--- src/cpu_defines.svh ---
`ifndef CPU_DEFINES_SVH
`define CPU_DEFINES_SVH

// Datapath word width
`define CPU_DATA_WIDTH 16

// Memory sizes, in words
`define CPU_IMEM_DEPTH 256
`define CPU_DMEM_DEPTH 256

// Register file size and register number width
`define CPU_REG_COUNT 16
`define CPU_REG_ADDR_WIDTH 4

// Instruction field widths
`define CPU_OPCODE_WIDTH 4
`define CPU_COND_WIDTH 3

`endif
--- src/cpuPkg.sv ---
`include "cpu_defines.svh"

package cpuPkg;

  typedef logic [`CPU_DATA_WIDTH-1:0] wordT;
  typedef logic [`CPU_REG_ADDR_WIDTH-1:0] regAddrT;

  // Opcode in instr[15:12]
  // All-zero word is NOP so cleared pipeline registers are bubbles
  typedef enum logic [`CPU_OPCODE_WIDTH-1:0] {
    NOP = 4'b0000,
    ADD = 4'b0001,
    SUB = 4'b0010,
    XOR = 4'b0011,
    AND = 4'b0100,
    SLL = 4'b0101,
    SRL = 4'b0110,
    LDI = 4'b0111,
    LW  = 4'b1000,
    SW  = 4'b1001,
    B   = 4'b1100,
    HLT = 4'b1111
  } opcodeE;

  // Branch condition in instr[11:9]
  typedef enum logic [`CPU_COND_WIDTH-1:0] {
    NE = 3'b000,
    EQ = 3'b001,
    GT = 3'b010,
    LT = 3'b011,
    GE = 3'b100,
    LE = 3'b101,
    OV = 3'b110,
    AL = 3'b111
  } branchCondE;

  typedef struct packed {
    logic z;
    logic v;
    logic n;
  } flagsT;

  typedef struct packed {
    opcodeE aluOp;
    logic   regWrite;
    logic   memRead;
    logic   memWrite;
    logic   memToReg;
    logic   isBranch;
    logic   halt;
  } ctrlT;

  typedef struct packed {
    wordT pc;
    wordT instr;
  } ifIdT;

  typedef struct packed {
    ctrlT       ctrl;
    wordT       pc;
    wordT       rsData;
    wordT       rtData;
    wordT       imm;
    regAddrT    rs;
    regAddrT    rt;
    regAddrT    rd;
    branchCondE cond;
  } idExT;

  typedef struct packed {
    ctrlT    ctrl;
    wordT    result;
    wordT    storeData;
    regAddrT rd;
  } exMemT;

  typedef struct packed {
    ctrlT    ctrl;
    wordT    result;
    wordT    loadData;
    regAddrT rd;
  } memWbT;

  // Operand source for EX
  typedef enum logic [1:0] {
    NONE  = 2'd0,
    EXMEM = 2'd1,
    MEMWB = 2'd2
  } fwdSelE;

endpackage

--- src/hazardUnit.sv ---
`timescale 1ns/1ps
`include "cpu_defines.svh"

module hazardUnit import cpuPkg::*; (
  input  idExT    idEx,
  input  exMemT   exMem,
  input  memWbT   memWb,
  // Source registers of the instruction in decode
  input  regAddrT decRs,
  input  regAddrT decRt,
  input  logic    branchTaken,
  output fwdSelE  fwdA,
  output fwdSelE  fwdB,
  output logic    stall,
  output logic    flush
);

  logic loadUse;

  // Newest producer wins, EX/MEM before MEM/WB
  // WB-to-decode is covered by the register file write-through
  function automatic fwdSelE pickSource(
    input regAddrT src,
    input exMemT   em,
    input memWbT   mw
  );
    if (em.ctrl.regWrite && (em.rd == src)) begin
      return EXMEM;
    end
    if (mw.ctrl.regWrite && (mw.rd == src)) begin
      return MEMWB;
    end
    return NONE;
  endfunction

  assign fwdA = pickSource(idEx.rs, exMem, memWb);
  assign fwdB = pickSource(idEx.rt, exMem, memWb);

  // Load in EX whose result decode needs next cycle
  assign loadUse = idEx.ctrl.memRead &&
                   ((idEx.rd == decRs) || (idEx.rd == decRt));

  always_comb begin
    stall = loadUse;
    flush = branchTaken;
    // A load and a branch never share ID/EX, so hold and clear never meet
    noHoldOnFlush: assert final (!(stall && flush))
      else $error("IF/ID asked to hold and clear in one cycle");
  end

endmodule

--- config.mk ---
export PLATFORM = sky130hd
export DESIGN_NAME = hazardUnit
export DESIGN_NICKNAME = d
export VERILOG_FILES = /design/src/cpuPkg.sv /design/src/hazardUnit.sv
export VERILOG_INCLUDE_DIRS = /design/src
export SDC_FILE = /design/constraint.sdc
export NUM_CORES = 1
export LEC_CHECK = 0
export ABC_AREA = 1
export ABC_CLOCK_PERIOD_IN_PS = 1700
export BUFFER_PORTS_ARGS = -buffer_cell sky130_fd_sc_hd__buf_2
export CORE_AREA = 2 2 75 77
export DETAILED_ROUTE_END_ITERATION = 6
export DIE_AREA = 0 0 77 79
export PLACE_DENSITY = 0.49
export SETUP_SLACK_MARGIN = 0.02
export SYNTH_ARGS = -nofsm -noshare
export SYNTH_HDL_FRONTEND = slang
export SYNTH_SLANG_ARGS = --single-unit
--- constraint.sdc ---
create_clock -name vclk -period 1.7
set_input_delay 0.17 -clock vclk [all_inputs]
set_output_delay 0.17 -clock vclk [all_outputs]
set_load 0.01 [all_outputs]
==> metrics.txt <==
Mapped Avg Cell Area 4.220 um2; Critical Path Most Common Cell buf_2; RSZ-0062 raised after global routing false; die height 79 um; fillers 659; Syn Nets 292; hold bufs inserted after CTS 0; Routed WL per cell 6.411 um; DR iter-0 viols 20; arrival time worst endpoint 0.97 ns; Post-CTS Setup Bufs 0; Hold Path Class input port to output port; grt total ovfl 0; slowest cell delay on critical path 0.21 ns; Finished Cell Area 693.2 um2; register area share after synthesis 0%; CP max stage cell or2_0; CP required 1.53 ns; synth warn 0; Crit path buffers/inverters 2; top cell type's share of synthesized area 41.86%; hpwl dp 1.219 mm; crit end category output port; Routed Antenna Nets 0; Starting Density 8.064%; IO Port Bufs 36; Ant. Diodes 0; power per cell area 185.8 nW/um2; area delta synth->final 61.05%; Post-Syn Area 430.4 um2; slew margin rel. 85.49%; Final Net Count 329; routability cong. 0.7535; register area 0 um2; Worst VDD drop 64.80 uV; CTS-repair resized insts 0; max-slew violations 0; leakage 0.4494 nW; core area 5338 um2; antenna violations before repair 0; Cell Area, Placed 693.2 um2; die area 6083 um2; GRT Total Usage 4.096%; crit-path max FO 3; global-route wire length before repair 2.194 mm; number of sequential cells 0; f_max 0.8736 GHz; final setup TNS 0 ns; Cell Chain, Critical Path buf_2 > or2_0 > a21oi_1 > nand2_1 > nor2_1 > buf_2; largest net degree at the start of global routing 5; clk_buf instances 0; Mapped Cells 102; number of core rows 27; Residual DRC 0; kind of critical path input port to output port; MaxCap Viol Count 0; Die Span X 77 um; post-layout min period 1.145 ns; Routed WL 1.340 mm; startpoint type of the worst setup path input port; Synth area leaders nand2_1, inv_1, nor2_1; I/O pin cnt 196; final hold vios 0; number of global-route vias before repair 557; worst slew pin tran 0.2176 ns; status completed; Cell variety after synth 11; crit-path leading delay family simple AND/OR/NAND/NOR gates; share of layout cells above drive strength 1 26.28%; vias per cell 3.100; crit share post-route 67.33%; Final setup viols 0; DR pass1 iterations 4; cell taking the most area after synthesis nand2_1; routed via count 648
-- where the power goes --
part	switching, mW	internal, mW	total, mW
clock	0	0	0
combinational	0.0684	0.0604	0.129
sequential	0	0	0
total	0.0684	0.0604	0.129
-- layout by cell type (no fill, tap or decap) --
cell and n:
nand3_1 2, buf_2 36, o211ai_1 2, nor2_1 10, nand3b_1 2, xnor2_1 2
a21oi_1 5, nand2_1 48, or2_0 2, inv_1 24, o21ai_0 4
-- Yosys cell counts --
library cell / number
a21oi_1: 5
buf_4: 1
inv_1: 24
nand2_1: 48
nand3_1: 2
nand3b_1: 2
nor2_1: 10
o211ai_1: 2
o21ai_0: 4
or2_0: 2
xnor2_1: 2
-- layout make-up --
| class | instances | area (um2) | area share [%] |
|---|---|---|---|
| Inverter | 24 | 90.09 | 13.00 |
| Timing Repair Buffer | 36 | 180.2 | 25.99 |
| Multi-Input combinational cell | 77 | 332.8 | 48.01 |
| Tap cell | 72 | 90.09 | 13.00 |
-- cell families (layout without fill, tap and decap cells) --
kind of cell | count (synthesis) | after routing | share of synthesized area (%)
and+or+nand+nor | 64 | 64 | 59.30
buffers and inverters | 25 | 60 | 22.68
AOI/OAI and AO/OA | 11 | 11 | 13.95
xor gates and xnor gates | 2 | 2 | 4.071
-- final timing paths --
path	end	start	cells after the start	slack, ns
hold / removal	flush	branchTaken	0	0.34
setup / recovery	fwdB[1]	idEx[9]	6	0.56
-- metrics by stage --
stage               hold slack [ns]  instances  total power [mW]  util, %  worst slack (ns)
finish                       0.3400        209            0.1288    12.99            0.5553
global placement             0.3401        209            0.1301    12.99            0.5197
floorplan                    0.4241        102           0.06912        -            0.7908
detailed placement           0.3401        209            0.1295    12.99            0.5267
CTS                          0.3401        209            0.1303    12.99            0.5161
global route                 0.3401        209            0.1490    12.99            0.3947
-- layer usage --
metal / up-vias / wire [um] / global-route usage (%)
met2: 32 / 529 / 6.930
met1: 248 / 661 / 6.096
met4: 0 / 0 / 0
met3: 0 / 150 / 0.2273
li1: 368 / - / -
met5: - / 0 / 0
(Power assumes the default switching activity.)
