==> src/cpu_defines.svh <==
`ifndef CPU_DEFINES_SVH
`define CPU_DEFINES_SVH

// Datapath word width
`define CPU_DATA_WIDTH 16

// Memory sizes, in words
`define CPU_IMEM_DEPTH 256
`define CPU_DMEM_DEPTH 256

// Register file size and register number width
`define CPU_REG_COUNT 16
`define CPU_REG_ADDR_WIDTH 4

// Instruction field widths
`define CPU_OPCODE_WIDTH 4
`define CPU_COND_WIDTH 3

`endif
==> src/cpuPkg.sv <==
`include "cpu_defines.svh"

package cpuPkg;

  typedef logic [`CPU_DATA_WIDTH-1:0] wordT;
  typedef logic [`CPU_REG_ADDR_WIDTH-1:0] regAddrT;

  // Opcode in instr[15:12]
  // All-zero word is NOP so cleared pipeline registers are bubbles
  typedef enum logic [`CPU_OPCODE_WIDTH-1:0] {
    NOP = 4'b0000,
    ADD = 4'b0001,
    SUB = 4'b0010,
    XOR = 4'b0011,
    AND = 4'b0100,
    SLL = 4'b0101,
    SRL = 4'b0110,
    LDI = 4'b0111,
    LW  = 4'b1000,
    SW  = 4'b1001,
    B   = 4'b1100,
    HLT = 4'b1111
  } opcodeE;

  // Branch condition in instr[11:9]
  typedef enum logic [`CPU_COND_WIDTH-1:0] {
    NE = 3'b000,
    EQ = 3'b001,
    GT = 3'b010,
    LT = 3'b011,
    GE = 3'b100,
    LE = 3'b101,
    OV = 3'b110,
    AL = 3'b111
  } branchCondE;

  typedef struct packed {
    logic z;
    logic v;
    logic n;
  } flagsT;

  typedef struct packed {
    opcodeE aluOp;
    logic   regWrite;
    logic   memRead;
    logic   memWrite;
    logic   memToReg;
    logic   isBranch;
    logic   halt;
  } ctrlT;

  typedef struct packed {
    wordT pc;
    wordT instr;
  } ifIdT;

  typedef struct packed {
    ctrlT       ctrl;
    wordT       pc;
    wordT       rsData;
    wordT       rtData;
    wordT       imm;
    regAddrT    rs;
    regAddrT    rt;
    regAddrT    rd;
    branchCondE cond;
  } idExT;

  typedef struct packed {
    ctrlT    ctrl;
    wordT    result;
    wordT    storeData;
    regAddrT rd;
  } exMemT;

  typedef struct packed {
    ctrlT    ctrl;
    wordT    result;
    wordT    loadData;
    regAddrT rd;
  } memWbT;

  // Operand source for EX
  typedef enum logic [1:0] {
    NONE  = 2'd0,
    EXMEM = 2'd1,
    MEMWB = 2'd2
  } fwdSelE;

endpackage

==> src/instrDecoder.sv <==
`timescale 1ns/1ps
`include "cpu_defines.svh"

module instrDecoder import cpuPkg::*; (
  input  wordT       instr,
  output ctrlT       ctrl,
  output regAddrT    rs,
  output regAddrT    rt,
  output regAddrT    rd,
  output wordT       imm,
  output branchCondE cond
);

  opcodeE op;

  assign op = opcodeE'(instr[15:12]);

  // Control bits per opcode
  always_comb begin
    ctrl = '0;
    case (op)
      ADD, SUB, XOR, AND, SLL, SRL: begin
        ctrl.aluOp    = op;
        ctrl.regWrite = 1'b1;
      end
      LDI: begin
        ctrl.aluOp    = LDI;
        ctrl.regWrite = 1'b1;
      end
      LW: begin
        ctrl.aluOp    = LW;
        ctrl.regWrite = 1'b1;
        ctrl.memRead  = 1'b1;
        ctrl.memToReg = 1'b1;
      end
      SW: begin
        ctrl.aluOp    = SW;
        ctrl.memWrite = 1'b1;
      end
      B: begin
        ctrl.aluOp    = B;
        ctrl.isBranch = 1'b1;
      end
      HLT: begin
        ctrl.aluOp = HLT;
        ctrl.halt  = 1'b1;
      end
      // NOP and unused codes, all zero
      default: ;
    endcase
  end

  // Register fields
  assign rd = instr[11:8];
  assign rs = instr[7:4];
  // SW stores rd, so it goes out on the second read port
  assign rt = (op == SW) ? instr[11:8] : instr[3:0];

  assign cond = branchCondE'(instr[11:9]);

  // Sign extension by format
  always_comb begin
    case (op)
      LDI:     imm = {{8{instr[7]}}, instr[7:0]};
      LW, SW:  imm = {{12{instr[3]}}, instr[3:0]};
      // Branch offset in words, doubled to bytes
      B:       imm = {{6{instr[8]}}, instr[8:0], 1'b0};
      default: imm = '0;
    endcase
  end

endmodule

==> config.mk <==
export PLATFORM = sky130hd
export DESIGN_NAME = instrDecoder
export DESIGN_NICKNAME = d
export VERILOG_FILES = /design/src/cpuPkg.sv /design/src/instrDecoder.sv
export VERILOG_INCLUDE_DIRS = /design/src
export SDC_FILE = /design/constraint.sdc
export NUM_CORES = 1
export LEC_CHECK = 0
export BUFFER_PORTS_ARGS = -buffer_cell sky130_fd_sc_hd__buf_2
export CAP_MARGIN = 20
export CORE_MARGIN = 2
export CORE_UTILIZATION = 36
export DETAILED_ROUTE_END_ITERATION = 8
export GPL_ROUTABILITY_DRIVEN = 0
export GPL_TIMING_DRIVEN = 1
export PLACE_DENSITY_LB_ADDON = 0.12
export SLEW_MARGIN = 20
export SYNTH_ARGS = -nofsm -noshare
export SYNTH_HDL_FRONTEND = slang
export SYNTH_SLANG_ARGS = --single-unit
==> constraint.sdc <==
create_clock -name vclk -period 1.5
set_input_delay 0.225 -clock vclk [all_inputs]
set_output_delay 0.225 -clock vclk [all_outputs]
set_load 0.02 [all_outputs]
==> impl_metrics.toml <==
[status]
status = "finished, violations left"
violations = "negative setup slack"

[final_layout]
fin_cells = 137
areaGrowthSynthToFinish_pct = 69.9
multiInputGateArea_sq_um = 395
num-nets-final = 140
drive_gt1_frac = 0.664
fillers = 125
num_antenna_cells = 0
n_sequential_cell = 0
regArea_sq_um = 0
final_cell_area_sq_um = 867
final.clkbuf_count = 0

[yosys]
synth.avg_cell_area_sq_um = 6.63
yosys_warnings = 0
yosysSeqAreaShare = 0
synth_area_sq_um = 510
synth_cell_types = 22
syn_inst = 77
syn-num-nets = 93

[route]
drt_iter0_drc = 5
drt.antenna.violating_nets = 0
firstDrtPassIters = 4
remaining_drc_errors = 0
finalWirelength_microns = 1460
vias = 634
via_per_inst = 4.63
avgRoutedWirePerCell_microns = 10.6

[sta]
tns_ns = -0.000421
worst_pin_slew_ns = 0.211
fmax_mhz = 666
relSlewSlack = 0.858
maxSlewViolCount = 0
hold_viol = 0
setup_ws_ns = -0.000421
period_needed_ns = 1.50
period_share = 1.00
rsz0062_at_grt = "yes"
setup_viol = 1

[placed_design]
dp.cells = 135
pre_cts_ws_ns = -0.0973
placed_area_sq_um = 729
dp.final_hpwl_microns = 1120
io_buffer_count = 57

[worst_setup_path]
critPathLaunchType = "input pin"
worstPathMaxFanout = 7
crit_arrival_ns = 1.28
startpoint = "instr[13]"
critPathKind = "in -> out"
cp-end-kind = "output port"
worstPathRequired_ns = 1.27

[die]
core-area_sq_um = 1320
start_util = 0.387
design.die.area_sq_um = 1740
ios = 57
die_w_microns = 41.7
rows = 13
die_y_microns = 41.7

[global_routing]
grt_pass1_wl_microns = 2280
grt_pass1_vias = 529
antenna_found_initial = 0
grt_overflow_total = 0
grt.total_usage = 0.153
grt_max_degree = 9

[pwr]
power_density_nw_per_um2 = 345
p_leak_nw = 0.523
vdd_drop_max_mv = 0.173
power_mw = 0.299

[clocking]
cts_hold_buffers = 0

[hold_path]
hold_start = "instr[9]"
min_path_type = "in -> out"

[run]
drv_cap = 0
-- path summary, 6_finish.rpt --
kind | endpoint | slack (ns) | cells after the start
min | rd[1] | 0.69 | 2
max | imm[11] | -0.0004 | 5
-- cells in the final DEF (no fill, tap or decap), drive strengths merged --
cell type | Yosys | final
a21boi | 3 | 3
a22oi | 2 | 2
nor2b | 4 | 4
nand2 | 14 | 14
nor2 | 2 | 2
xnor2 | 2 | 2
nor3 | 4 | 4
o21a | 1 | 1
nor4bb | 1 | 1
and4b | 1 | 1
or4bb | 1 | 1
a41o | 1 | 1
nand2b | 1 | 1
inv | 2 | 2
nor3b | 1 | 1
o21ai | 3 | 3
a21oi | 4 | 4
mux2 | 4 | 4
buf | 24 | 69
xor2 | 2 | 2
-- layout make-up --
class	count	share of cell area
well taps	15	0.0216
multi-input cells	51	0.456
inverters	2	0.00866
repair buffers	69	0.514
-- synth_stat cells --
| master | number | share of area |
|---|---|---|
| buf_4 | 19 | 0.28 |
| nand2_1 | 14 | 0.10 |
| buf_2 | 5 | 0.049 |
| a21oi_1 | 4 | 0.039 |
| mux2_2 | 4 | 0.088 |
| nor2b_1 | 4 | 0.049 |
| nor3_1 | 4 | 0.039 |
| o21ai_0 | 3 | 0.029 |
| a21boi_0 | 2 | 0.029 |
| a22oi_1 | 2 | 0.029 |
| inv_1 | 2 | 0.015 |
| nor2_1 | 2 | 0.015 |
| xnor2_1 | 2 | 0.034 |
| xor2_1 | 2 | 0.034 |
| a21boi_2 | 1 | 0.022 |
| a41o_1 | 1 | 0.020 |
| and4b_1 | 1 | 0.020 |
| nand2b_1 | 1 | 0.012 |
| nor3b_4 | 1 | 0.037 |
| nor4bb_1 | 1 | 0.020 |
| o21a_1 | 1 | 0.015 |
| or4bb_1 | 1 | 0.022 |
-- what timing repair did --
item                                    4_1_cts  5_1_grt
resized for setup                            17       16
endpoints found under the setup margin       13       17
buffers inserted                              1        1
pin swaps                                     3        2
gates cloned                                  0        0
-- critical path, stage by stage --
cell      delay [ns]
buf_6           0.09
or4bb_4         0.54
a21boi_4        0.17
nand2_4         0.09
buf_4           0.15
-- per-layer routing --
| layer | GRT usage | vias up | part of all wire |
|---|---|---|---|
| li1 | - | 331 | - |
| met1 | 0.192 | 270 | 0.41 |
| met2 | 0.288 | 33 | 0.50 |
| met3 | 0.0217 | 0 | 0.089 |
| met4 | 0 | 0 | 0 |
| met5 | 0 | - | 0 |
-- cell families (layout without fill, tap and decap cells) --
family | after synthesis | count (layout) | share of synthesized area
multiplexers | 4 | 4 | 0.0882
XOR/XNOR | 4 | 4 | 0.0686
buffers and inverters | 26 | 71 | 0.343
AND/OR/NAND/NOR | 29 | 29 | 0.316
AO/OA/AOI/OAI | 14 | 14 | 0.184
-- power by group --
group | switching [mW] | leakage (nW) | internal (mW)
Sequential | 0 | 0 | 0
Combinational | 0.165 | 0.523 | 0.134
Clock | 0 | 0 | 0
-- through the flow --
stage | utilization | hold WS (ns)
floorplan | - | 0.563
global placement | 0.554 | 0.688
detailed placement | 0.554 | 0.691
CTS | 0.604 | 0.692
global route | 0.658 | 0.705
finish | 0.658 | 0.694
Note: power is estimated with default switching activity, not from simulation.
