## config.mk

```make
export PLATFORM = sky130hd
export DESIGN_NAME = regFile
export DESIGN_NICKNAME = d
export VERILOG_FILES = /design/src/cpuPkg.sv /design/src/regFile.sv
export VERILOG_INCLUDE_DIRS = /design/src
export SDC_FILE = /design/constraint.sdc
export NUM_CORES = 1
export LEC_CHECK = 0
export BUFFER_PORTS_ARGS = -buffer_cell sky130_fd_sc_hd__buf_2
export CELL_PAD_IN_SITES_DETAIL_PLACEMENT = 2
export CELL_PAD_IN_SITES_GLOBAL_PLACEMENT = 2
export CORE_AREA = 3 3 190 192
export CTS_CLUSTER_DIAMETER = 30
export DETAILED_ROUTE_END_ITERATION = 10
export DIE_AREA = 0 0 193 195
export PLACE_DENSITY_LB_ADDON = 0.08
export SYNTH_ARGS = -nofsm -noshare
export SYNTH_HDL_FRONTEND = slang
export SYNTH_SLANG_ARGS = --single-unit
```

## constraint.sdc

```tcl
create_clock -name clk -period 2.41 [get_ports clk]
set_input_delay 0.3615 -clock clk [delete_from_list [all_inputs] [get_ports clk]]
set_output_delay 0.3615 -clock clk [all_outputs]
set_load 0.01 [all_outputs]
```

## src/cpu_defines.svh

```systemverilog
`ifndef CPU_DEFINES_SVH
`define CPU_DEFINES_SVH

// Datapath word width
`define CPU_DATA_WIDTH 16

// Memory sizes, in words
`define CPU_IMEM_DEPTH 256
`define CPU_DMEM_DEPTH 256

// Register file size and register number width
`define CPU_REG_COUNT 16
`define CPU_REG_ADDR_WIDTH 4

// Instruction field widths
`define CPU_OPCODE_WIDTH 4
`define CPU_COND_WIDTH 3

`endif
```

## src/cpuPkg.sv

```systemverilog
`include "cpu_defines.svh"

package cpuPkg;

  typedef logic [`CPU_DATA_WIDTH-1:0] wordT;
  typedef logic [`CPU_REG_ADDR_WIDTH-1:0] regAddrT;

  // Opcode in instr[15:12]
  // All-zero word is NOP so cleared pipeline registers are bubbles
  typedef enum logic [`CPU_OPCODE_WIDTH-1:0] {
    NOP = 4'b0000,
    ADD = 4'b0001,
    SUB = 4'b0010,
    XOR = 4'b0011,
    AND = 4'b0100,
    SLL = 4'b0101,
    SRL = 4'b0110,
    LDI = 4'b0111,
    LW  = 4'b1000,
    SW  = 4'b1001,
    B   = 4'b1100,
    HLT = 4'b1111
  } opcodeE;

  // Branch condition in instr[11:9]
  typedef enum logic [`CPU_COND_WIDTH-1:0] {
    NE = 3'b000,
    EQ = 3'b001,
    GT = 3'b010,
    LT = 3'b011,
    GE = 3'b100,
    LE = 3'b101,
    OV = 3'b110,
    AL = 3'b111
  } branchCondE;

  typedef struct packed {
    logic z;
    logic v;
    logic n;
  } flagsT;

  typedef struct packed {
    opcodeE aluOp;
    logic   regWrite;
    logic   memRead;
    logic   memWrite;
    logic   memToReg;
    logic   isBranch;
    logic   halt;
  } ctrlT;

  typedef struct packed {
    wordT pc;
    wordT instr;
  } ifIdT;

  typedef struct packed {
    ctrlT       ctrl;
    wordT       pc;
    wordT       rsData;
    wordT       rtData;
    wordT       imm;
    regAddrT    rs;
    regAddrT    rt;
    regAddrT    rd;
    branchCondE cond;
  } idExT;

  typedef struct packed {
    ctrlT    ctrl;
    wordT    result;
    wordT    storeData;
    regAddrT rd;
  } exMemT;

  typedef struct packed {
    ctrlT    ctrl;
    wordT    result;
    wordT    loadData;
    regAddrT rd;
  } memWbT;

  // Operand source for EX
  typedef enum logic [1:0] {
    NONE  = 2'd0,
    EXMEM = 2'd1,
    MEMWB = 2'd2
  } fwdSelE;

endpackage

```

## src/regFile.sv

```systemverilog
`timescale 1ns/1ps
`include "cpu_defines.svh"

module regFile import cpuPkg::*; (
  input  logic    clk,
  input  logic    rstN,
  // Decode read ports
  input  regAddrT rdAddrA,
  input  regAddrT rdAddrB,
  output wordT    rdDataA,
  output wordT    rdDataB,
  // Write port from WB
  input  logic    wrEn,
  input  regAddrT wrAddr,
  input  wordT    wrData,
  // Debug read
  input  regAddrT dbgAddr,
  output wordT    dbgData
);

  wordT regs [`CPU_REG_COUNT];

  always_ff @(posedge clk or negedge rstN) begin
    if (!rstN) begin
      for (int i = 0; i < `CPU_REG_COUNT; i++) begin
        regs[i] <= '0;
      end
    end else if (wrEn) begin
      regs[wrAddr] <= wrData;
    end
  end

  // Write-through
  // WB value shows up in decode in the same cycle
  assign rdDataA = (wrEn && (wrAddr == rdAddrA)) ? wrData : regs[rdAddrA];
  assign rdDataB = (wrEn && (wrAddr == rdAddrB)) ? wrData : regs[rdAddrB];

  // Plain array view for the debug port
  assign dbgData = regs[dbgAddr];

endmodule

```

==> results_dict.tcl <==
set metrics [dict create \
    ys_types 22 \
    status "finished with violations" \
    overflow 0 \
    rows 68 \
    cts_buffer_depth 3 \
    netlist_area_sq_um 16100 \
    synth_cells 983 \
    largestRegisters "regs: 256 flops" \
    stdcell_count 1669 \
    hold_class "in -> reg" \
    drc 0 \
    crit_chain "mux4_2, mux2i_1, mux2i_1, mux2_4, buf_6" \
    grt_use_total_pct 33.9 \
    peakVddDrop_mv 0.705 \
    max_cap_violations 0 \
    ioPinCount 83 \
    placed_cells 1497 \
    core-area_sq_um 34500 \
    cts.sinks 256 \
    worst-endpoint-arrival_ns 2.42 \
    fin_worst_skew_ns 0 \
    clockRootBuffer "clkbuf_16" \
    tritoncts "yes" \
    worstSetupStartpoint "regs[252]$_DFFE_PN0P_" \
    port_buffers 82 \
    slowest_delay_ns 0.52 \
    fin_nets 1188 \
    max_slew_margin_pct 56.7 \
    p_leak_nw 8.86 \
    worst_pin_slew_ns 0.649 \
    power_density_nw_per_um2 1120 \
    cts_inserted_buffers 75 \
    layout-drive-gt1-share_pct 69.6 \
    n_fill_cell 2790 \
    rsz0062_at_grt "yes" \
    grt_first_pass_wirelength_mm 92.7 \
    yosys_warnings 0 \
    setup_violations 48 \
    synth_area_per_cell_sq_um 16.4 \
    synthToLayoutAreaGrowth_pct 30.6 \
    hold_viol_final 0 \
    largest_reg_flops 256 \
    hold_slack_ns 0.294 \
    min_period_ns 2.78 \
    path_clk_slew_ns 0.04 \
    critPathSlowestCell "mux4_2" \
    die_h_um 195 \
    grt_antenna_before_repair 1 \
    max_freq_ghz 0.360 \
    via_per_inst 7.05 \
    vias 11800 \
    grt_pass1_vias 13000 \
    drv_slew 0 \
    drt-wirelength-per-cell_um 42.1 \
    gp_congestion 0.765 \
    place_hpwl_mm 33.2 \
    top_register "regs" \
    r2r_start "regs[26]$_DFFE_PN0P_" \
    fin_crit_sh_pct 115 \
    path_max_fanout 4 \
    setup_slack_ns -0.369 \
    crit_required_ns 2.05 \
    crit_path_end_kind "output pin" \
    violations "negative setup slack" \
    wl_mm 70.3 \
    initialDrtViolationCount 1196 \
    htreeDepth 3 \
    die-area_sq_um 37600 \
    path_common_cell "mux2i_1" \
    start_kind "flip-flop" \
    clk_latency_ns 0.58 \
    start_util_pct 46.6 \
    yosysSeqAreaShare_pct 39.8 \
    die_w_um 193 \
    synth-seq-cells 256 \
    dr.pass1.iters 5 \
    antenna_left 0 \
    worstHoldStart "wrData[1]" \
    setup_tns_ns -10.53 \
    critPathKind "reg -> out" \
    grt_max_degree 67 \
    syn_nets 1018 \
]
-- area by class of cell --
type | count | area, sq um | area share, %
multi-input combinational | 628 | 9320 | 44.4
sequential | 256 | 6420 | 30.5
clock buffer | 103 | 2150 | 10.2
timing repair buffer | 192 | 1990 | 9.46
tap | 455 | 569 | 2.71
clock inverter | 33 | 563 | 2.68
antenna | 2 | 5.00 | 0.0238
-- metrics by stage --
stage | instance area (sq um) | total power, mW | utilization (%) | worst slack (ns)
2_1_floorplan | 16100 | 9.38 | - | 0.260
3_3_place_gp | 17500 | 10.7 | 50.8 | -0.0547
3_5_place_dp | 17500 | 11.0 | 50.8 | -0.0838
4_1_cts | 20900 | 22.8 | 60.4 | -0.296
5_1_grt | 21000 | 24.2 | 60.8 | -0.438
6_report | 21000 | 23.5 | 60.9 | -0.369
-- critical path, delay by kind of cell, from the launching register on --
| kind | cells | cell delay (ns) |
|---|---|---|
| multiplexers | 4 | 1.25 |
| flip-flops | 1 | 0.46 |
| buffers and inverters | 1 | 0.12 |
-- Yosys cell counts (all sizes together) --
library cell	n	share of area, %
mux2	288	20
dfrtp	256	40
mux4	208	29
mux2i	96	6.0
buf	61	2.5
clkbuf	38	0.89
nor2	10	0.23
xor2	6	0.33
nand2	4	0.11
nand2b	3	0.12
nand3b	3	0.16
or3	3	0.12
nor4	2	0.26
xnor2	2	0.11
and3	1	0.039
nand3	1	0.031
nor3b	1	0.047
-- worst paths after layout --
path | slack (ns) | cells after the start | to
worst max-delay path | -0.37 | 5 | rdDataA[12]
worst min-delay path | 0.29 | 2 | regs[49]$_DFFE_PN0P_
worst max register to register | 1.29 | 3 | regs[26]$_DFFE_PN0P_
worst min register to register | 0.57 | 1 | regs[136]$_DFFE_PN0P_
max in group asynchronous | 1.26 | 3 | regs[136]$_DFFE_PN0P_
min in group asynchronous | 0.39 | 2 | regs[128]$_DFFE_PN0P_
-- power by group --
| group | switching [mW] | internal, mW | total (mW) |
|---|---|---|---|
| combinational | 2.34 | 3.45 | 5.78 |
| clock | 3.14 | 7.78 | 10.9 |
| sequential | 1.43 | 5.32 | 6.76 |
-- routing by layer --
layer | track usage, % | vias to the layer above | part of all wire, %
met3 | 5.35 | 242 | 7.2
met1 | 43.9 | 6484 | 37
met5 | 0 | - | 0
met2 | 55.9 | 708 | 50
met4 | 16.3 | 0 | 6.0
li1 | - | 4337 | -
-- kinds of logic after synthesis --
| logic type | after synthesis | share of synthesized area [%] |
|---|---|---|
| DFF | 256 | 39.8 |
| buffers and inverters | 99 | 3.40 |
| and+or+nand+nor | 28 | 1.12 |
| muxes | 592 | 55.2 |
| xor gates and xnor gates | 8 | 0.435 |
-- timing repair --
item,4_1_cts,5_1_grt
buffers inserted,22,11
resized for setup,88,23
endpoints found under the hold margin,56,0
endpoints found under the setup margin,48,48
hold buffers,1,0
-- placed cells by master (no fill, tap or decap), types with 2 or more instances in the layout --
| master | count |
|---|---|
| mux2_2 | 258 |
| dfrtp_1 | 247 |
| mux4_2 | 208 |
| mux2i_1 | 85 |
| clkbuf_16 | 77 |
| buf_4 | 75 |
| buf_6 | 55 |
| buf_12 | 32 |
| mux2_4 | 30 |
| buf_2 | 28 |
| bufinv_16 | 15 |
| clkbuf_8 | 13 |
| clkbuf_1 | 13 |
| mux2i_2 | 10 |
| clkinv_2 | 10 |
| nor2_2 | 9 |
| dfrtp_2 | 9 |
| xor2_1 | 6 |
| clkinvlp_4 | 6 |
| nand2_1 | 3 |
| nand2b_1 | 3 |
| or3_1 | 3 |
| diode_2 | 2 |
| xnor2_1 | 2 |
| nor4_4 | 2 |
| nand3b_1 | 2 |
| inv_6 | 2 |
No activity file was read; power rests on OpenSTA's default activity.
